File: config.mk
export PLATFORM = sky130hd
export DESIGN_NAME = line_capture_flat
export DESIGN_NICKNAME = d
export VERILOG_FILES = /design/src/row_group_pkg.sv /design/src/line_tap_if.sv /design/src/line_wr_if.sv /design/src/line_capture.sv /design/src/flat_wrapper.sv
export SDC_FILE = /design/constraint.sdc
export NUM_CORES = 1
export LEC_CHECK = 0
export ABC_AREA = 1
export BUFFER_PORTS_ARGS = -buffer_cell sky130_fd_sc_hd__buf_2
export CORE_UTILIZATION = 50
export CTS_BUF_LIST = sky130_fd_sc_hd__clkbuf_2
export DETAILED_ROUTE_END_ITERATION = 10
export GPL_ROUTABILITY_DRIVEN = 0
export PLACE_DENSITY = 0.79
export REMOVE_ABC_BUFFERS = 1
export SLEW_MARGIN = 5
export SYNTH_ARGS = -nofsm -noshare
export SYNTH_HDL_FRONTEND = slang
export SYNTH_SLANG_ARGS = --single-unit
File: constraint.sdc
create_clock -name i_clk -period 1.48 [get_ports i_clk]
set_input_delay 0.074 -clock i_clk [delete_from_list [all_inputs] [get_ports i_clk]]
set_output_delay 0.074 -clock i_clk [all_outputs]
set_load 0.05 [all_outputs]
File: src/row_group_pkg.sv
`default_nettype none

package row_group_pkg;

    ////////////////////////////////////////////////////////////
    // group geometry
    ////////////////////////////////////////////////////////////

    // lines packed into one output word
    localparam int ROWS_PER_GROUP = 3;

    // position of a line inside its group
    typedef enum logic [1:0] {
        SLOT_FIRST  = 2'd0,
        SLOT_SECOND = 2'd1,
        SLOT_LAST   = 2'd2
    } line_slot_e;

    // slot of the next line with wrap after the last one
    function automatic line_slot_e next_slot(input line_slot_e slot);
        case (slot)
            SLOT_FIRST:  return SLOT_SECOND;
            SLOT_SECOND: return SLOT_LAST;
            default:     return SLOT_FIRST;
        endcase
    endfunction

endpackage

`default_nettype wire

File: src/line_tap_if.sv
`timescale 1ns/10ps
`default_nettype none

// registered stream from capture to the assembler
interface line_tap_if #(
    parameter int P_DATA_WIDTH = 8,
    parameter int P_ADDR_WIDTH = 8
);

    logic                      valid;
    logic [P_DATA_WIDTH-1:0]   pixel;
    // column index inside the line
    logic [P_ADDR_WIDTH-1:0]   addr;
    row_group_pkg::line_slot_e slot;
    // pixel must produce an output word
    logic                      emit;
    logic                      v_sync;

    modport source (
        output valid, pixel, addr, slot, emit, v_sync
    );

    modport sink (
        input  valid, pixel, addr, slot, emit, v_sync
    );

endinterface

`default_nettype wire

File: src/line_wr_if.sv
`timescale 1ns/10ps
`default_nettype none

// line writes from capture into the line memories
interface line_wr_if #(
    parameter int P_DATA_WIDTH = 8,
    parameter int P_ADDR_WIDTH = 8
);

    logic                      wr_en;
    logic [P_ADDR_WIDTH-1:0]   wr_addr;
    logic [P_DATA_WIDTH-1:0]   wr_data;
    // picks the memory
    row_group_pkg::line_slot_e slot;

    modport source (
        output wr_en, wr_addr, wr_data, slot
    );

    modport sink (
        input  wr_en, wr_addr, wr_data, slot
    );

endinterface

`default_nettype wire

File: src/line_capture.sv
`timescale 1ns/10ps
`default_nettype none

module line_capture #(
    parameter int P_ROW_WIDTH  = 256,
    parameter int P_COL_HEIGHT = 256,
    parameter int P_DATA_WIDTH = 8
) (
    input  wire                    i_clk,
    input  wire                    i_rst_n,
    input  wire [P_DATA_WIDTH-1:0] i_pixel,
    input  wire                    i_h_sync,
    input  wire                    i_v_sync,
    line_wr_if.source              wr,
    line_tap_if.source             tap
);

    localparam int ADDR_W    = $clog2(P_ROW_WIDTH);
    localparam int LINE_W    = $clog2(P_COL_HEIGHT + 1);
    localparam int REMAINDER = P_COL_HEIGHT % row_group_pkg::ROWS_PER_GROUP;

    logic                      valid_in;
    logic                      line_end;
    logic                      final_line;
    logic                      emit_next;
    logic [ADDR_W-1:0]         col_cnt;
    logic [LINE_W-1:0]         line_cnt;
    row_group_pkg::line_slot_e slot;

    assign valid_in   = i_h_sync && i_v_sync;
    assign line_end   = valid_in && (col_cnt == ADDR_W'(P_ROW_WIDTH - 1));
    assign final_line = (line_cnt == LINE_W'(P_COL_HEIGHT - 1));

    // last line of a group, or the last line of a short final group
    assign emit_next = (slot == row_group_pkg::SLOT_LAST) ||
                       ((REMAINDER != 0) && final_line);

    ////////////////////////////////////////////////////////////
    // column, line and slot tracking
    ////////////////////////////////////////////////////////////

    always_ff @(posedge i_clk or negedge i_rst_n) begin
        if (!i_rst_n) begin
            col_cnt  <= '0;
            line_cnt <= '0;
            slot     <= row_group_pkg::SLOT_FIRST;
        end else if (!i_v_sync) begin
            // frame gap restarts the count
            col_cnt  <= '0;
            line_cnt <= '0;
            slot     <= row_group_pkg::SLOT_FIRST;
        end else if (line_end) begin
            col_cnt  <= '0;
            line_cnt <= line_cnt + 1'b1;
            slot     <= row_group_pkg::next_slot(slot);
        end else if (valid_in) begin
            col_cnt  <= col_cnt + 1'b1;
        end else begin
            col_cnt  <= '0;
        end
    end

    ////////////////////////////////////////////////////////////
    // registered tap and write outputs
    ////////////////////////////////////////////////////////////

    always_ff @(posedge i_clk or negedge i_rst_n) begin
        if (!i_rst_n) begin
            tap.valid  <= 1'b0;
            tap.emit   <= 1'b0;
            tap.v_sync <= 1'b0;
            wr.wr_en   <= 1'b0;
        end else begin
            tap.valid  <= valid_in;
            tap.emit   <= valid_in && emit_next;
            tap.v_sync <= i_v_sync;
            // the last line of a group is never stored
            wr.wr_en   <= valid_in && (slot != row_group_pkg::SLOT_LAST);
        end
    end

    always_ff @(posedge i_clk) begin
        tap.pixel  <= i_pixel;
        tap.addr   <= col_cnt;
        tap.slot   <= slot;
        wr.wr_data <= i_pixel;
        wr.wr_addr <= col_cnt;
        wr.slot    <= slot;
    end

endmodule

`default_nettype wire

File: src/flat_wrapper.sv
// flat-port wrapper written by rule: the top's interface ports become plain ports
module line_capture_flat 
#(
    parameter int P_ROW_WIDTH  = 256,
    parameter int P_COL_HEIGHT = 256,
    parameter int P_DATA_WIDTH = 8
)
  (i_clk, i_rst_n, i_pixel, i_h_sync, i_v_sync, wr_wr_en, wr_wr_addr, wr_wr_data, wr_slot, tap_valid, tap_pixel, tap_addr, tap_slot, tap_emit, tap_v_sync);
  line_wr_if #(.P_DATA_WIDTH(P_DATA_WIDTH)) wr_i ();
  line_tap_if #(.P_DATA_WIDTH(P_DATA_WIDTH)) tap_i ();
  input  wire i_clk;
  input  wire i_rst_n;
  input  wire [P_DATA_WIDTH-1:0] i_pixel;
  input  wire i_h_sync;
  input  wire i_v_sync;
  output wire logic [$bits(wr_i.wr_en)-1:0] wr_wr_en;
  output wire logic [$bits(wr_i.wr_addr)-1:0] wr_wr_addr;
  output wire logic [$bits(wr_i.wr_data)-1:0] wr_wr_data;
  output wire logic [$bits(wr_i.slot)-1:0] wr_slot;
  output wire logic [$bits(tap_i.valid)-1:0] tap_valid;
  output wire logic [$bits(tap_i.pixel)-1:0] tap_pixel;
  output wire logic [$bits(tap_i.addr)-1:0] tap_addr;
  output wire logic [$bits(tap_i.slot)-1:0] tap_slot;
  output wire logic [$bits(tap_i.emit)-1:0] tap_emit;
  output wire logic [$bits(tap_i.v_sync)-1:0] tap_v_sync;
  assign wr_wr_en = wr_i.wr_en;
  assign wr_wr_addr = wr_i.wr_addr;
  assign wr_wr_data = wr_i.wr_data;
  assign wr_slot = wr_i.slot;
  assign tap_valid = tap_i.valid;
  assign tap_pixel = tap_i.pixel;
  assign tap_addr = tap_i.addr;
  assign tap_slot = tap_i.slot;
  assign tap_emit = tap_i.emit;
  assign tap_v_sync = tap_i.v_sync;
  line_capture #(.P_ROW_WIDTH(P_ROW_WIDTH), .P_COL_HEIGHT(P_COL_HEIGHT), .P_DATA_WIDTH(P_DATA_WIDTH)) u_core (.i_clk(i_clk), .i_rst_n(i_rst_n), .i_pixel(i_pixel), .i_h_sync(i_h_sync), .i_v_sync(i_v_sync), .wr(wr_i), .tap(tap_i));
endmodule
==> metrics.md <==
| Metric | Value |
|---|---|
| Most frequent cells in the layout | `buf_2, nand2_1, dfrtp_1` |
| N_diodes | `0` |
| Total negative slack | `0 ns` |
| Critical path capture point type | `flip-flop` |
| Pin count of the biggest net entering global routing | `24` |
| Setup slack, reg-to-reg | `0.09 ns` |
| Worst Max-Slew Pin Slew | `0.522 ns` |
| Max VDD drop | `0.650 mV` |
| Reg-to-reg endpoint | `u_core.line_cnt[6]$_DFFE_PN0P_` |
| RSZ-0062 raised after global routing | `true` |
| Clk sinks | `41` |
| Crit Path Class | `reg -> reg` |
| Vias per cell | `4.57` |
| DR iter-0 viols | `40` |
| Critical path depth | `8` |
| YS warnings | `0` |
| Crit share post-route | `93.6%` |
| CTS tree | `done` |
| Clock buffer depth | `2` |
| Count of final setup violators | `0` |
| Leakage Power | `1.06 nW` |
| Area of the multi-input gates | `531 um2` |
| Register area | `936 um2` |
| Tmin final | `1.39 ns` |
| DR vias | `1256` |
| First drt pass iteration count | `4` |
| Die area | `0.00355 mm2` |
| Number of cells on the worst reg-to-reg path | `8` |
| Crit path arrival time | `1.72 ns` |
| Mapped Cells | `173` |
| Die Y | `59.6 um` |
| Worst EP required | `1.82 ns` |
| Crit path max-delay family | `simple AND/OR/NAND/NOR gates` |
| Hold Path Class | `in -> async` |
| Yosys reg bits | `41` |
| Worst-Skew Late Latency | `0.42 ns` |
| Synth cell types | `22` |
| Pins Over Slew Limit | `0` |
| DR DRC count | `0` |
| Post-placement cell count | `253` |
| Initial Util | `53.5%` |
| Port bufs | `51` |
| Total congestion overflow | `0` |
| Crit path max fanout | `11` |
| GR Util All Layers | `19.8%` |
| Pre-CTS WS | `0.0515 ns` |
| Power Total | `0.00186 W` |
| Syn-to-layout area delta | `24.1%` |
| CP Cell Sequence | `ha_1 > nand2_2 > nor2_4 > nand2_2 > nor2_4 > buf_12 > nand3_2 > nand2_1` |
| Filler cell count | `256` |
| Max-Cap Viols | `0` |
| Pwr/cell area | `902 mW/mm2` |
| Core area | `0.00310 mm2` |
| Mapped Area | `0.00166 mm2` |
| FMAX | `722 MHz` |
| Most common cell after layout, fill and taps aside | `buf_2` |
| Worst Path Buf+Inv | `1` |
| Outcome | `completed` |
| CTS HTree Levels | `2` |
| Root buffer cell | `clkbuf_2` |
| Reg clk slew, reported paths | `0.23 ns` |
| Num CTS Buffers | `5` |
| Die outline width | `59.6 um` |
| # IOs | `52` |
| Crit-path max cell delay | `0.40 ns` |
| Share of layout cells above drive strength 1 | `37.2%` |
| Vias in the first global route | `1190` |
| Dpl hpwl | `1970 um` |
| Clock skew | `0.0411 ns` |
| DR WL/cell | `11.0 um` |
| Slew Limit Headroom | `65.2%` |
| Final WL | `3020 um` |
| Register area share after synthesis | `56.4%` |
| First-pass GRT wire length | `5060 um` |
| Initial antenna violation count | `0` |
| Num rows | `20` |
| Antenna viol nets, final | `0` |
| Average size of a mapped cell | `9.59 um2` |
| Final #Nets | `245` |
| Final Worst Setup Slack | `0.0940 ns` |
| Non-filler cells, final | `275` |
| Critical Path Start Type | `flip-flop` |
| Final Hold Viols | `0` |
| Worst R2R Start | `u_core.col_cnt[1]$_DFF_PN0_` |
| Slowest-stage cell, CP | `dfrtp_1` |
==> power breakdown <==
group          total [W]  switching, W  internal (W)
Clock           0.000491      0.000357      0.000134
Sequential       0.00114    0.00000807       0.00114
Combinational   0.000222      0.000164     0.0000582
==> area by class of cell <==
class	count	area share [%]
Clock buffer	7	1.70
Clock inverter	1	0.425
Inverter	13	2.37
Multi-Input combinational cell	98	25.8
Sequential cell	41	45.4
Tap cell	44	2.67
Timing Repair Buffer	71	21.6
==> registers in the layout, summed over array words and instances, names as in the netlist <==
| register | count |
|---|---|
| u_core.wr.wr_en | 1 |
| u_core.tap.emit | 1 |
| u_core.tap.valid | 1 |
| u_core.tap.addr | 8 |
| u_core.line_cnt | 9 |
| u_core.tap.slot | 2 |
| u_core.slot | 2 |
| u_core.col_cnt | 8 |
| u_core.tap.pixel | 8 |
| u_core.tap.v_sync | 1 |
==> metal layers <==
| metal | part of all wire (%) | wire (um) | track usage (%) |
|---|---|---|---|
| met5 | 0 | 0 | 0 |
| met4 | 1.0 | 31 | 5.98 |
| met3 | 4.7 | 141 | 6.77 |
| met2 | 51 | 1550 | 34.7 |
| met1 | 43 | 1300 | 22.8 |
==> cell usage after synthesis <==
library cell  number  share of area [%]
a21oi_1            2               0.60
a31oi_1            1               0.38
buf_2              2               0.60
buf_4             18                8.1
buf_6              1               0.68
dfrtp_1           23                 35
dfxtp_1           18                 22
ha_1               3                2.3
inv_1             12                2.7
inv_2              1               0.23
nand2_1           37                8.4
nand2_2            2               0.75
nand3_1           19                5.7
nand3_2            6                3.6
nand4_1            1               0.38
nor2_1            16                3.6
nor2_2             1               0.38
nor2_4             2                1.4
nor3b_1            2               0.90
o21bai_1           4                1.8
xnor2_1            1               0.53
xor2_1             1               0.53
==> through the flow <==
step | area (um2) | util, % | hold WS (ns)
after floorplan | 1500 | - | -0.222
after global placement | 1870 | 60.3 | 0.0781
after detailed placement | 1870 | 60.3 | 0.0834
after CTS | 2020 | 65.2 | 0.127
after global routing | 2060 | 66.4 | 0.142
final | 2060 | 66.4 | 0.113
==> worst register-to-register path, cell delays in order, from the launching register on <==
cell	delay, ns
dfrtp_1	0.40
ha_1	0.20
nand2_2	0.09
nor2_4	0.16
nand2_2	0.09
nor2_4	0.11
buf_12	0.14
nand3_2	0.06
nand2_1	0.06
==> cell families after synthesis <==
logic type               count (synthesis)  synth area share, %
AND/OR/NAND/NOR                         86                 25.1
flip-flops                              41                 56.4
buffers and inverters                   34                 12.4
AO/OA/AOI/OAI                            7                 2.79
adder cells (fa/ha/maj)                  3                 2.26
XOR/XNOR                                 2                 1.06
==> worst max path at each step <==
stage,slack (ns),end,from
after floorplan,0.11,u_core.line_cnt[8]$_DFFE_PN0P_,u_core.line_cnt[0]$_DFFE_PN0P_
after global placement,0.08,u_core.line_cnt[8]$_DFFE_PN0P_,u_core.line_cnt[0]$_DFFE_PN0P_
after detailed placement,0.05,u_core.line_cnt[8]$_DFFE_PN0P_,u_core.line_cnt[0]$_DFFE_PN0P_
after CTS,0.03,u_core.line_cnt[8]$_DFFE_PN0P_,u_core.line_cnt[0]$_DFFE_PN0P_
after global routing,-0.02,u_core.line_cnt[8]$_DFFE_PN0P_,u_core.line_cnt[0]$_DFFE_PN0P_
final,0.09,u_core.line_cnt[6]$_DFFE_PN0P_,u_core.col_cnt[1]$_DFF_PN0_
==> repair_timing <==
action	CTS	global route
setup endpoints to repair	0	3
hold buffers	11	0
setup buffers	0	3
endpoints found under the hold margin	37	0
gates resized for setup	0	6
No activity file was read; power rests on OpenSTA's default activity.
