`src/row_group_pkg.sv`:
```
`default_nettype none

package row_group_pkg;

    ////////////////////////////////////////////////////////////
    // group geometry
    ////////////////////////////////////////////////////////////

    // lines packed into one output word
    localparam int ROWS_PER_GROUP = 3;

    // position of a line inside its group
    typedef enum logic [1:0] {
        SLOT_FIRST  = 2'd0,
        SLOT_SECOND = 2'd1,
        SLOT_LAST   = 2'd2
    } line_slot_e;

    // slot of the next line with wrap after the last one
    function automatic line_slot_e next_slot(input line_slot_e slot);
        case (slot)
            SLOT_FIRST:  return SLOT_SECOND;
            SLOT_SECOND: return SLOT_LAST;
            default:     return SLOT_FIRST;
        endcase
    endfunction

endpackage

`default_nettype wire

```
`src/line_rd_if.sv`:
```
`timescale 1ns/10ps
`default_nettype none

// stored line reads with data one cycle after rd_en
interface line_rd_if #(
    parameter int P_DATA_WIDTH = 8,
    parameter int P_ADDR_WIDTH = 8
);

    logic                    rd_en;
    logic [P_ADDR_WIDTH-1:0] rd_addr;
    logic [P_DATA_WIDTH-1:0] rd_data0;
    logic [P_DATA_WIDTH-1:0] rd_data1;

    modport initiator (
        output rd_en, rd_addr,
        input  rd_data0, rd_data1
    );

    modport target (
        input  rd_en, rd_addr,
        output rd_data0, rd_data1
    );

endinterface

`default_nettype wire

```
`src/line_tap_if.sv`:
```
`timescale 1ns/10ps
`default_nettype none

// registered stream from capture to the assembler
interface line_tap_if #(
    parameter int P_DATA_WIDTH = 8,
    parameter int P_ADDR_WIDTH = 8
);

    logic                      valid;
    logic [P_DATA_WIDTH-1:0]   pixel;
    // column index inside the line
    logic [P_ADDR_WIDTH-1:0]   addr;
    row_group_pkg::line_slot_e slot;
    // pixel must produce an output word
    logic                      emit;
    logic                      v_sync;

    modport source (
        output valid, pixel, addr, slot, emit, v_sync
    );

    modport sink (
        input  valid, pixel, addr, slot, emit, v_sync
    );

endinterface

`default_nettype wire

```
`src/row_assembler.sv`:
```
`timescale 1ns/10ps
`default_nettype none

module row_assembler #(
    parameter int P_COL_HEIGHT = 256,
    parameter int P_DATA_WIDTH = 8
) (
    input  wire                                                    i_clk,
    input  wire                                                    i_rst_n,
    line_tap_if.sink                                               tap,
    line_rd_if.initiator                                           rd,
    output logic [P_DATA_WIDTH*row_group_pkg::ROWS_PER_GROUP-1:0]  o_row,
    output logic                                                   o_h_sync,
    output logic                                                   o_v_sync,
    output logic                                                   o_remainder
);

    localparam int WORD_W    = P_DATA_WIDTH * row_group_pkg::ROWS_PER_GROUP;
    localparam int REMAINDER = P_COL_HEIGHT % row_group_pkg::ROWS_PER_GROUP;
    // free lanes of a short group carry the remainder count
    localparam logic [P_DATA_WIDTH-1:0] PAD = P_DATA_WIDTH'(REMAINDER);

    logic                      emit_d;
    logic                      v_sync_d;
    logic [P_DATA_WIDTH-1:0]   pixel_d;
    row_group_pkg::line_slot_e slot_d;
    logic [WORD_W-1:0]         word;

    // stored lines fetched at the current column
    assign rd.rd_en   = tap.valid && tap.emit;
    assign rd.rd_addr = tap.addr;

    ////////////////////////////////////////////////////////////
    // align the current pixel with the read data
    ////////////////////////////////////////////////////////////

    always_ff @(posedge i_clk or negedge i_rst_n) begin
        if (!i_rst_n) begin
            emit_d   <= 1'b0;
            v_sync_d <= 1'b0;
        end else begin
            emit_d   <= tap.valid && tap.emit;
            v_sync_d <= tap.v_sync;
        end
    end

    always_ff @(posedge i_clk) begin
        pixel_d <= tap.pixel;
        slot_d  <= tap.slot;
    end

    // top lane holds the oldest line
    always_comb begin
        case (slot_d)
            row_group_pkg::SLOT_LAST:   word = {rd.rd_data0, rd.rd_data1, pixel_d};
            row_group_pkg::SLOT_SECOND: word = {rd.rd_data0, pixel_d, PAD};
            row_group_pkg::SLOT_FIRST:  word = {pixel_d, PAD, PAD};
            default:                    word = '0;
        endcase
    end

    ////////////////////////////////////////////////////////////
    // output register
    ////////////////////////////////////////////////////////////

    always_ff @(posedge i_clk or negedge i_rst_n) begin
        if (!i_rst_n) begin
            o_row       <= '0;
            o_h_sync    <= 1'b0;
            o_v_sync    <= 1'b0;
            o_remainder <= 1'b0;
        end else begin
            o_row       <= emit_d ? word : '0;
            o_h_sync    <= emit_d;
            o_v_sync    <= v_sync_d;
            o_remainder <= emit_d && (slot_d != row_group_pkg::SLOT_LAST);
        end
    end

endmodule

`default_nettype wire

```
`src/flat_wrapper.sv`:
```
// flat-port wrapper written by rule: the top's interface ports become plain ports
module row_assembler_flat 
#(
    parameter int P_COL_HEIGHT = 256,
    parameter int P_DATA_WIDTH = 8
)
  (i_clk, i_rst_n, o_row, o_h_sync, o_v_sync, o_remainder, tap_valid, tap_pixel, tap_addr, tap_slot, tap_emit, tap_v_sync, rd_rd_en, rd_rd_addr, rd_rd_data0, rd_rd_data1);
  line_tap_if #(.P_DATA_WIDTH(P_DATA_WIDTH)) tap_i ();
  line_rd_if #(.P_DATA_WIDTH(P_DATA_WIDTH)) rd_i ();
  input  wire i_clk;
  input  wire i_rst_n;
  output logic [P_DATA_WIDTH*row_group_pkg::ROWS_PER_GROUP-1:0] o_row;
  output logic o_h_sync;
  output logic o_v_sync;
  output logic o_remainder;
  input wire logic [$bits(tap_i.valid)-1:0] tap_valid;
  input wire logic [$bits(tap_i.pixel)-1:0] tap_pixel;
  input wire logic [$bits(tap_i.addr)-1:0] tap_addr;
  input wire logic [$bits(tap_i.slot)-1:0] tap_slot;
  input wire logic [$bits(tap_i.emit)-1:0] tap_emit;
  input wire logic [$bits(tap_i.v_sync)-1:0] tap_v_sync;
  output wire logic [$bits(rd_i.rd_en)-1:0] rd_rd_en;
  output wire logic [$bits(rd_i.rd_addr)-1:0] rd_rd_addr;
  input wire logic [$bits(rd_i.rd_data0)-1:0] rd_rd_data0;
  input wire logic [$bits(rd_i.rd_data1)-1:0] rd_rd_data1;
  assign tap_i.valid = tap_valid;
  assign tap_i.pixel = tap_pixel;
  assign tap_i.addr = tap_addr;
  assign tap_i.slot = tap_slot;
  assign tap_i.emit = tap_emit;
  assign tap_i.v_sync = tap_v_sync;
  assign rd_rd_en = rd_i.rd_en;
  assign rd_rd_addr = rd_i.rd_addr;
  assign rd_i.rd_data0 = rd_rd_data0;
  assign rd_i.rd_data1 = rd_rd_data1;
  row_assembler #(.P_COL_HEIGHT(P_COL_HEIGHT), .P_DATA_WIDTH(P_DATA_WIDTH)) u_core (.i_clk(i_clk), .i_rst_n(i_rst_n), .tap(tap_i), .rd(rd_i), .o_row(o_row), .o_h_sync(o_h_sync), .o_v_sync(o_v_sync), .o_remainder(o_remainder));
endmodule
```
`config.mk`:
```
export PLATFORM = sky130hd
export DESIGN_NAME = row_assembler_flat
export DESIGN_NICKNAME = d
export VERILOG_FILES = /design/src/row_group_pkg.sv /design/src/line_rd_if.sv /design/src/line_tap_if.sv /design/src/row_assembler.sv /design/src/flat_wrapper.sv
export SDC_FILE = /design/constraint.sdc
export NUM_CORES = 1
export LEC_CHECK = 0
export ABC_AREA = 1
export ABC_CLOCK_PERIOD_IN_PS = 1500
export BUFFER_PORTS_ARGS = -buffer_cell sky130_fd_sc_hd__clkbuf_2
export CORE_MARGIN = 2
export CORE_UTILIZATION = 35
export CTS_BUF_LIST = sky130_fd_sc_hd__clkbuf_16
export CTS_CLUSTER_DIAMETER = 40
export CTS_CLUSTER_SIZE = 10
export DETAILED_ROUTE_END_ITERATION = 10
export HOLD_SLACK_MARGIN = 0.1
export PLACE_DENSITY = 0.65
export SETUP_SLACK_MARGIN = 0.5
export SKIP_CTS_REPAIR_TIMING = 1
export SLEW_MARGIN = 30
export SYNTH_ARGS = -nofsm -noshare
export SYNTH_HDL_FRONTEND = slang
export SYNTH_SLANG_ARGS = --single-unit
```
`constraint.sdc`:
```
create_clock -name i_clk -period 1.5 [get_ports i_clk]
set_input_delay 0 -clock i_clk [delete_from_list [all_inputs] [get_ports i_clk]]
set_output_delay 0 -clock i_clk [all_outputs]
set_load 0.02 [all_outputs]
```
==> run_results.csv, run 1 <==
group,metric,value,unit
cts,cts_tree,"built",
sta,drv_slew,0,
sta,max_freq,1.03,GHz
die,ios,75,
yosys,synth-edff-count,0,
global_routing,grt_pass1_wl,4600,um
global_routing,grt_pass1_vias,1037,
yosys,ys_seq_area_share,67.3,%
yosys,ys.flop_type,"dfrtp_1",
layout,utilization,59.7,%
cts,htree_num_levels,2,
die,fp.dieW,66.7,um
global_routing,grt_util_all_layers,14.7,%
yosys,synth_seq_cells,39,
routing,drc,0,
routing,routed_wl,3250,um
sta,hold_viol,0,
routing,viasPerCell,4.35,
yosys,netlist_top_cells_area,"dfrtp_1, dfxtp_1, nand2_1",
cts,clock_latency,0.28,ns
die,core_area,3720,um2
worst_hold_path,hp-class,"primary input to async pin",
yosys,synthCells,136,
die,row_count,22,
sta,rsz0062_at_grt,"yes",
cts,cts.path.max_buffers,2,
yosys,netlist_top_cells_count,"dfrtp_1, nand2_1, nor2_1",
cts,clock_sinks,39,
yosys,avgSynthCellArea,10.1,um2
setup_path,ff2ff_setup_slack,0.53,ns
power_and_ir_drop,ir_drop,0.465,mV
die,die-area,4450,um2
setup_path,critical_path_class,"flip-flop to flip-flop",
job,max-cap-violations,0,
yosys,netlist_area,1380,um2
die,initial_core_util,37.0,%
setup_path,crit_path_end_kind,"flip-flop",
yosys,synthDistinctLibCells,15,
sta,setup-violations-final,0,
layout,diodes,0,
routing,avgRoutedWirePerCell,11.6,um
yosys,yosysWarnings,0,
layout,layout-drive-gt1-share,32.6,%
place,place_hpwl,2070,um
setup_path,endpoint,"u_core.o_row[15]",
setup_path,cp.arrival,1.16,ns
setup_path,start_kind,"flip-flop",
layout,nNetsFinal,271,
setup_path,ff2ff_path_depth,4,
setup_path,r2r-start,"u_core.slot_d[1]",
sta,min_period,0.968,ns
yosys,async_reset_ff_share,74.4,%
sta,fin_setup_tns,0,ns
power_and_ir_drop,p_leak,0.00117,uW
yosys,synthesis.nets,175,
routing,dr.pass1.iters,4,
yosys,synth_top_area_share,52.8,%
power_and_ir_drop,powerDensity,1080,nW/um2
setup_path,r2r-end,"u_core.o_row[15]",
routing,drt_iter0_markers,87,
global_routing,antenna_found_initial,0,
layout,syn2layout_area_growth,61.3,%
sta,worst_slew_pin_slew,0.695,ns
global_routing,overflow,0,
cts,clk_pin_slew,0.06,ns
yosys,synth_top_area_cell,"dfrtp_1",
cts,numCtsBuffers,5,
status,status,"completed",
place,io_buffer_count,58,
setup_path,worstPathRequired,1.69,ns
routing,vias,1222,
routing,postRouteAntennaNets,0,
place,gp_congestion,0.735,
sta,skew,0.00384,ns
die,die_y,66.7,um
setup_path,startpoint,"u_core.slot_d[1]",
sta,relSlewSlack,53.7,%
setup_path,path_max_fanout,6,
global_routing,grt_start_max_net_pins,30,
cts,clock-root-buffer,"clkbuf_16",
sta,post-route-period-util,64.6,%
==> final cells by class <==
class | count | area (um2)
clock buffers | 5 | 125
fillers | 319 | 1500
inverters | 14 | 52.6
repair buffers | 99 | 706
well taps | 48 | 60.1
flip-flops and latches | 39 | 933
multi-input cells | 73 | 329
clock inverters | 3 | 12.5
==> worst min-delay path by stage <==
| stage | slack (ns) | to | startpoint |
|---|---|---|---|
| 4_1_cts | -0.22 | u_core.o_row[5] | i_rst_n |
| 2_1_floorplan | -0.30 | u_core.emit_d | i_rst_n |
| 3_3_place_gp | 0.0001 | rd_rd_addr[0] | tap_addr[0] |
| 3_5_place_dp | 0.0001 | rd_rd_addr[0] | tap_addr[0] |
| 5_1_grt | 0.36 | u_core.slot_d[0] | tap_slot[0] |
| 6_report | 0.29 | u_core.o_row[5] | i_rst_n |
==> power by group <==
part | internal, uW | switching [uW]
Sequential | 1090 | 22.3
Combinational | 141 | 155
Clock | 600 | 388
==> cells by family (layout without fill, tap and decap cells) <==
group,Yosys count,count (layout),share of synthesized area [%]
simple gates,63,64,19.0
compound gates,9,9,3.73
flops,39,39,67.3
buf+inv,25,121,9.92
==> stage by stage <==
stage	setup slack, ns	hold WS (ns)	std cells	area [um2]	total power, uW
after detailed placement	0.436	0.000149	232	1650	1320
after global placement	0.447	0.000149	232	1650	1320
after global routing	0.472	0.364	281	2220	2510
after floorplan	0.514	-0.296	136	1380	1260
after CTS	0.379	-0.221	240	1790	2310
final	0.532	0.290	281	2220	2400
==> critical path, cell delays in order, from the launching register on <==
cell	delay (ns)
dfxtp_4	0.38
inv_2	0.08
nor2_4	0.19
nand3_1	0.11
o21ai_0	0.11
==> per-layer routing <==
metal | vias up | GRT usage [%] | part of all wire [%]
met5 | - | 0 | 0
met4 | 0 | 10.7 | 2.7
met3 | 7 | 3.21 | 6.7
met2 | 58 | 23.4 | 50
met1 | 562 | 17.3 | 41
li1 | 595 | - | -
==> cell usage in the layout, fill, tap and decap left out <==
| cell | netlist | layout |
|---|---|---|
| inv_1 | 13 | 13 |
| buf_4 | 8 | 2 |
| nor2_1 | 24 | 24 |
| clkinv_1 | 0 | 1 |
| nand3_1 | 8 | 8 |
| nor2_4 | 2 | 2 |
| a21oi_4 | 0 | 1 |
| dfxtp_1 | 10 | 8 |
| nand2_1 | 29 | 28 |
| buf_12 | 0 | 1 |
| nand2_2 | 0 | 1 |
| clkinv_2 | 0 | 1 |
| clkbuf_16 | 0 | 5 |
| o21ai_0 | 7 | 7 |
| inv_2 | 1 | 2 |
| clkbuf_2 | 1 | 58 |
| dlygate4sd3_1 | 0 | 38 |
| dfrtp_1 | 29 | 29 |
| dfxtp_4 | 0 | 2 |
| o21a_1 | 1 | 1 |
| nor2_2 | 0 | 1 |
==> registers in the layout (all words and copies together), names as in the netlist <==
register and cells:
u_core.o_row 24, u_core.v_sync_d 1, u_core.pixel_d 8, u_core.o_h_sync 1, u_core.o_remainder 1, u_core.emit_d 1, u_core.slot_d 2, u_core.o_v_sync 1
Note: power is estimated with default switching activity, not from simulation.
==> run 2, diff against run 1 <==
--- a/config.mk
+++ b/config.mk
@@ -6,7 +6,7 @@
 export NUM_CORES = 1
 export LEC_CHECK = 0
 export ABC_AREA = 1
-export ABC_CLOCK_PERIOD_IN_PS = 1500
+export ABC_CLOCK_PERIOD_IN_PS = 1000
 export BUFFER_PORTS_ARGS = -buffer_cell sky130_fd_sc_hd__clkbuf_2
 export CORE_MARGIN = 2
 export CORE_UTILIZATION = 35
==> constraint.sdc (replaced) <==
create_clock -name i_clk -period 1 [get_ports i_clk]
set_input_delay 0 -clock i_clk [delete_from_list [all_inputs] [get_ports i_clk]]
set_output_delay 0 -clock i_clk [all_outputs]
set_load 0.02 [all_outputs]
==> run_results.csv, run 2 (synthesis results as in run 1) <==
group,metric,value,unit
power_and_ir_drop,p_total,3890,uW
global_routing,grt_use_met3,4.56,%
sta,drv_slew,0,
global_routing,grt_start_max_net_pins,30,
routing,dr.pass1.iters,5,
setup_path,slowest_delay,0.37,ns
place,dp.cells,234,
job,max-cap-violations,0,
layout,syn2layout_area_growth,61.2,%
power_and_ir_drop,power.switching,861,uW
place,place_hpwl,2010,um
global_routing,use_met1,15.9,%
global_routing,overflow,0,
sta,whs,-0.285,ns
setup_path,worstPathRequired,1.21,ns
layout,top_register,"u_core.o_row",
worst_hold_path,hp-class,"primary input to async pin",
layout,final_common_cell,"clkbuf_2",
global_routing,grt_util_all_layers,13.9,%
die,ios,75,
sta,skew,0.00546,ns
global_routing,met2_usage,23.3,%
power_and_ir_drop,powerDensity,1750,nW/um2
sta,hold_viol,45,
global_routing,antenna_found_initial,0,
sta,rsz0062_at_grt,"yes",
sta,max_freq,1.06,GHz
routing,viasPerCell,4.32,
status,status,"finished, violations left",
cts,clock-root-buffer,"clkbuf_16",
sta,post-route-period-util,93.9,%
layout,instances_no_fill,259,
sta,setup-violations-final,0,
power_and_ir_drop,p_clk_share,46.3,%
place,io_buffer_count,58,
place,dp_slack,-0.0106,ns
routing,drc,0,
place,gp_congestion,0.738,
setup_path,crit_buf_inv,1,
die,core_area,3720,um2
setup_path,critical_path_class,"flip-flop to flip-flop",
die,die-area,4450,um2
sta,relSlewSlack,76.9,%
setup_path,crit_path_end_kind,"flip-flop",
global_routing,busiest_layer,"met2",
setup_path,cp.arrival,1.15,ns
global_routing,grt_pass1_wl,4390,um
power_and_ir_drop,p_leak,0.00113,uW
setup_path,crit_family,"flip-flops",
cts,clock_sinks,39,
cts,cts.path.max_buffers,2,
cts,htree_num_levels,2,
routing,postRouteAntennaNets,0,
layout,utilization,59.7,%
routing,drt_iter0_markers,73,
layout,nNetsFinal,249,
die,die_y,66.7,um
cts,numCtsBuffers,5,
layout,seq_area,935,um2
sta,min_period,0.939,ns
cts,clk_pin_slew,0.06,ns
cts,clock_latency,0.28,ns
setup_path,cp_slowest_cell,"dfxtp_4",
layout,multiInputGateArea,350,um2
routing,routed_wl,3040,um
die,fp.dieW,66.7,um
layout,nFillCells,307,
layout,reg_top3,"u_core.o_row x24, u_core.pixel_d x8, u_core.slot_d x2",
layout,diodes,0,
setup_path,crit_chain,"buf_4 -> a21oi_2 -> nand2_1 -> nor2_1",
layout,layout-drive-gt1-share,42.7,%
die,initial_core_util,37.0,%
setup_path,start_kind,"flip-flop",
die,row_count,22,
cts,cts_tree,"built",
routing,avgRoutedWirePerCell,11.7,um
power_and_ir_drop,ir_drop,0.823,mV
power_and_ir_drop,seqPwrFrac,43.2,%
global_routing,grt_pass1_vias,998,
routing,vias,1118,
layout,largest_reg_flops,24,
power_and_ir_drop,internal_power,3020,uW
status,failed_checks,"negative hold slack",
power_and_ir_drop,swShare,22.2,%
setup_path,path_max_fanout,4,
sta,finalWorstSetupSlack,0.0609,ns
power_and_ir_drop,p_comb_share,10.4,%
sta,worst_slew_pin_slew,0.347,ns
layout,mostFrequentLayoutCells,"clkbuf_2, buf_6, nand2_1, dfrtp_1, nor2_1",
[run 2: changes by cell type in the layout (fill, tap and decap cells not counted), moves of 5 or more]
| cell | change |
|---|---|
| o21ai_0 | -7 |
| nor2_2 | +5 |
| buf_6 | +29 |
| nor2_1 | -5 |
| clkbuf_2 | -27 |
| o21ai_1 | +7 |
| dlygate4sd3_1 | -27 |
[run 2: power by group through the flow]
stage | Sequential [uW] | Clock (uW) | Combinational (uW)
after global routing | 1690 | 1920 | 448
after global placement | 1700 | 0 | 297
after CTS | 1670 | 1850 | 297
final | 1680 | 1800 | 406
after detailed placement | 1700 | 0 | 297
after floorplan | 1740 | 0 | 158
[run 2: area by class of cell]
type / count / share of cell area [%]
timing repair buffer: 76 / 28.8
inverter: 14 / 2.71
tap: 48 / 2.71
multi-input combinational: 74 / 15.8
clock inverter: 3 / 2.14
sequential: 39 / 42.2
clock buffer: 5 / 5.64
[run 2: final timing paths]
check / depth (start not counted) / start / slack, ns / endpoint
worst max-delay path: 4 / u_core.slot_d[1] / 0.06 / u_core.o_row[17]
worst min-delay path: 2 / i_rst_n / -0.29 / u_core.o_row[2]
worst max register to register: 4 / u_core.slot_d[1] / 0.06 / u_core.o_row[17]
worst min register to register: 0 / u_core.v_sync_d / 0.35 / u_core.o_v_sync
max in group asynchronous: 2 / i_rst_n / 1.01 / u_core.emit_d
min in group i_clk: 3 / tap_emit / -0.08 / u_core.emit_d
[run 2: stage by stage]
step | instance area [um2] | setup TNS (ns)
6_report | 2220 | 0
5_1_grt | 2220 | 0
4_1_cts | 1850 | -0.159
3_5_place_dp | 1680 | -0.0294
3_3_place_gp | 1680 | -0.0330
2_1_floorplan | 1400 | 0
[run 2: metal layers]
metal	routed length, um	vias to the layer above
met4	62	0
met2	1530	46
li1	-	557
met5	0	-
met1	1210	509
met3	233	6
==> run 3, diff against run 2 <==
--- a/config.mk
+++ b/config.mk
@@ -9,13 +9,13 @@
 export ABC_CLOCK_PERIOD_IN_PS = 1000
 export BUFFER_PORTS_ARGS = -buffer_cell sky130_fd_sc_hd__clkbuf_2
 export CORE_MARGIN = 2
-export CORE_UTILIZATION = 35
+export CORE_UTILIZATION = 43
 export CTS_BUF_LIST = sky130_fd_sc_hd__clkbuf_16
 export CTS_CLUSTER_DIAMETER = 40
 export CTS_CLUSTER_SIZE = 10
 export DETAILED_ROUTE_END_ITERATION = 10
 export HOLD_SLACK_MARGIN = 0.1
-export PLACE_DENSITY = 0.65
+export PLACE_DENSITY = 0.78
 export SETUP_SLACK_MARGIN = 0.5
 export SKIP_CTS_REPAIR_TIMING = 1
 export SLEW_MARGIN = 30
==> run_results.csv, run 3 (synthesis results as in run 1) <==
group,metric,value,unit
global_routing,grt_start_max_net_pins,30,
setup_path,path_max_fanout,7,
setup_path,r2r-end,"u_core.o_row[13]",
setup_path,cp.arrival,1.20,ns
sta,whs,-0.293,ns
die,fp.dieW,60.6,um
cts,cts_tree,"built",
job,max-cap-violations,0,
global_routing,grt_util_all_layers,16.4,%
global_routing,grt_pass1_vias,997,
global_routing,overflow,0,
layout,syn2layout_area_growth,54.2,%
layout,reg_top3,"u_core.o_row x24, u_core.pixel_d x8, u_core.slot_d x2",
routing,dr.pass1.iters,4,
sta,relSlewSlack,76.6,%
routing,vias,1123,
sta,drv_slew,0,
cts,numCtsBuffers,5,
setup_path,worstPathRequired,1.20,ns
sta,worst_slew_pin_slew,0.352,ns
layout,diodes,0,
sta,setup-violations-final,0,
die,ios,75,
power_and_ir_drop,p_leak,0.00111,uW
power_and_ir_drop,p_total,3570,uW
routing,wl_met1,1240,um
place,gp_congestion,0.746,
setup_path,critical_path_class,"flip-flop to flip-flop",
sta,post-route-period-util,99.8,%
layout,largest_reg_flops,24,
worst_hold_path,hp-class,"primary input to async pin",
setup_path,ff2ff_path_depth,3,
cts,clk_pin_slew,0.06,ns
die,die-area,3670,um2
die,row_count,20,
status,failed_checks,"negative hold slack",
layout,nFillCells,221,
global_routing,grt_pass1_wl,4220,um
layout,layout-drive-gt1-share,38.0,%
layout,final_common_cell,"clkbuf_2",
routing,routed_wl,3100,um
cts,clock_sinks,39,
die,initial_core_util,45.0,%
routing,avgRoutedWirePerCell,12.3,um
layout,mostFrequentLayoutCells,"clkbuf_2, dfrtp_1, nand2_1, buf_6, nor2_1",
cts,clock-root-buffer,"clkbuf_16",
global_routing,antenna_found_initial,0,
routing,postRouteAntennaNets,0,
die,die_y,60.6,um
place,place_hpwl,1980,um
routing,drc,0,
sta,rsz0062_at_grt,"yes",
setup_path,start_kind,"flip-flop",
sta,skew,0.00883,ns
power_and_ir_drop,powerDensity,1680,nW/um2
status,status,"finished, violations left",
layout,nNetsFinal,246,
cts,cts.path.max_buffers,2,
power_and_ir_drop,ir_drop,1.03,mV
setup_path,ff2ff_setup_slack,0.002,ns
sta,hold_viol,45,
routing,highest_layer,"met4",
cts,htree_num_levels,2,
cts,clock_latency,0.28,ns
setup_path,r2r-start,"u_core.slot_d[1]",
setup_path,crit_path_end_kind,"flip-flop",
place,io_buffer_count,58,
sta,max_freq,1.00,GHz
die,core_area,3050,um2
layout,top_register,"u_core.o_row",
routing,drt_iter0_markers,41,
routing,viasPerCell,4.46,
sta,min_period,0.998,ns
routing,wl_met2,1600,um
routing,wl_met3,186,um
[run 3: worst max path at each step]
| stage | startpoint | to | slack, ns | depth (start not counted) |
|---|---|---|---|---|
| after floorplan | u_core.slot_d[0] | u_core.o_row[21] | 0.09 | 5 |
| after global placement | u_core.slot_d[1] | u_core.o_row[2] | 0.01 | 4 |
| final | u_core.slot_d[1] | u_core.o_row[13] | 0.002 | 3 |
| after CTS | u_core.slot_d[1] | u_core.o_row[6] | -0.03 | 4 |
| after global routing | u_core.slot_d[1] | u_core.o_row[13] | -0.09 | 3 |
| after detailed placement | u_core.slot_d[1] | u_core.o_row[1] | -0.02 | 4 |
[run 3: layer usage]
metal / GRT usage, % / vias to the layer above
li1: - / 546
met3: 4.48 / 9
met1: 19.7 / 520
met2: 26.1 / 48
met4: 10.6 / 0
met5: 0 / -
[run 3: per-stage QoR]
| step | cells | utilization (%) | worst slack, ns | setup TNS (ns) | area (um2) |
|---|---|---|---|---|---|
| after CTS | 239 | 59.7 | -0.0335 | -0.180 | 1820 |
| after global routing | 252 | 69.5 | -0.0863 | -0.671 | 2120 |
| after detailed placement | 231 | 55.0 | -0.0216 | -0.104 | 1680 |
| final | 252 | 69.5 | 0.00245 | 0 | 2120 |
| after global placement | 231 | 55.0 | 0.0104 | 0 | 1680 |
| after floorplan | 136 | - | 0.0932 | 0 | 1400 |
[run 3: layout make-up]
type                    count  area, um2  share of cell area (%)
flip-flops and latches     39        928                    43.8
repair buffers             74        611                    28.8
multi-input cells          73        329                    15.5
clock buffers               5        125                    5.90
inverters                  14       55.1                    2.60
well taps                  44       55.1                    2.60
clock inverters             3       17.5                   0.826
[run 3: where the power goes]
group          internal, uW  leakage, uW  switching, uW
Clock                   912    0.0000750            590
Combinational           189     0.000558            197
Sequential             1640     0.000475           43.8
Total                  2740      0.00111            830
[run 3: critical path, cell delays in order (launching register included)]
cell,delay (ns)
dfxtp_2,0.35
inv_1,0.21
nand2_2,0.17
o21ai_1,0.20
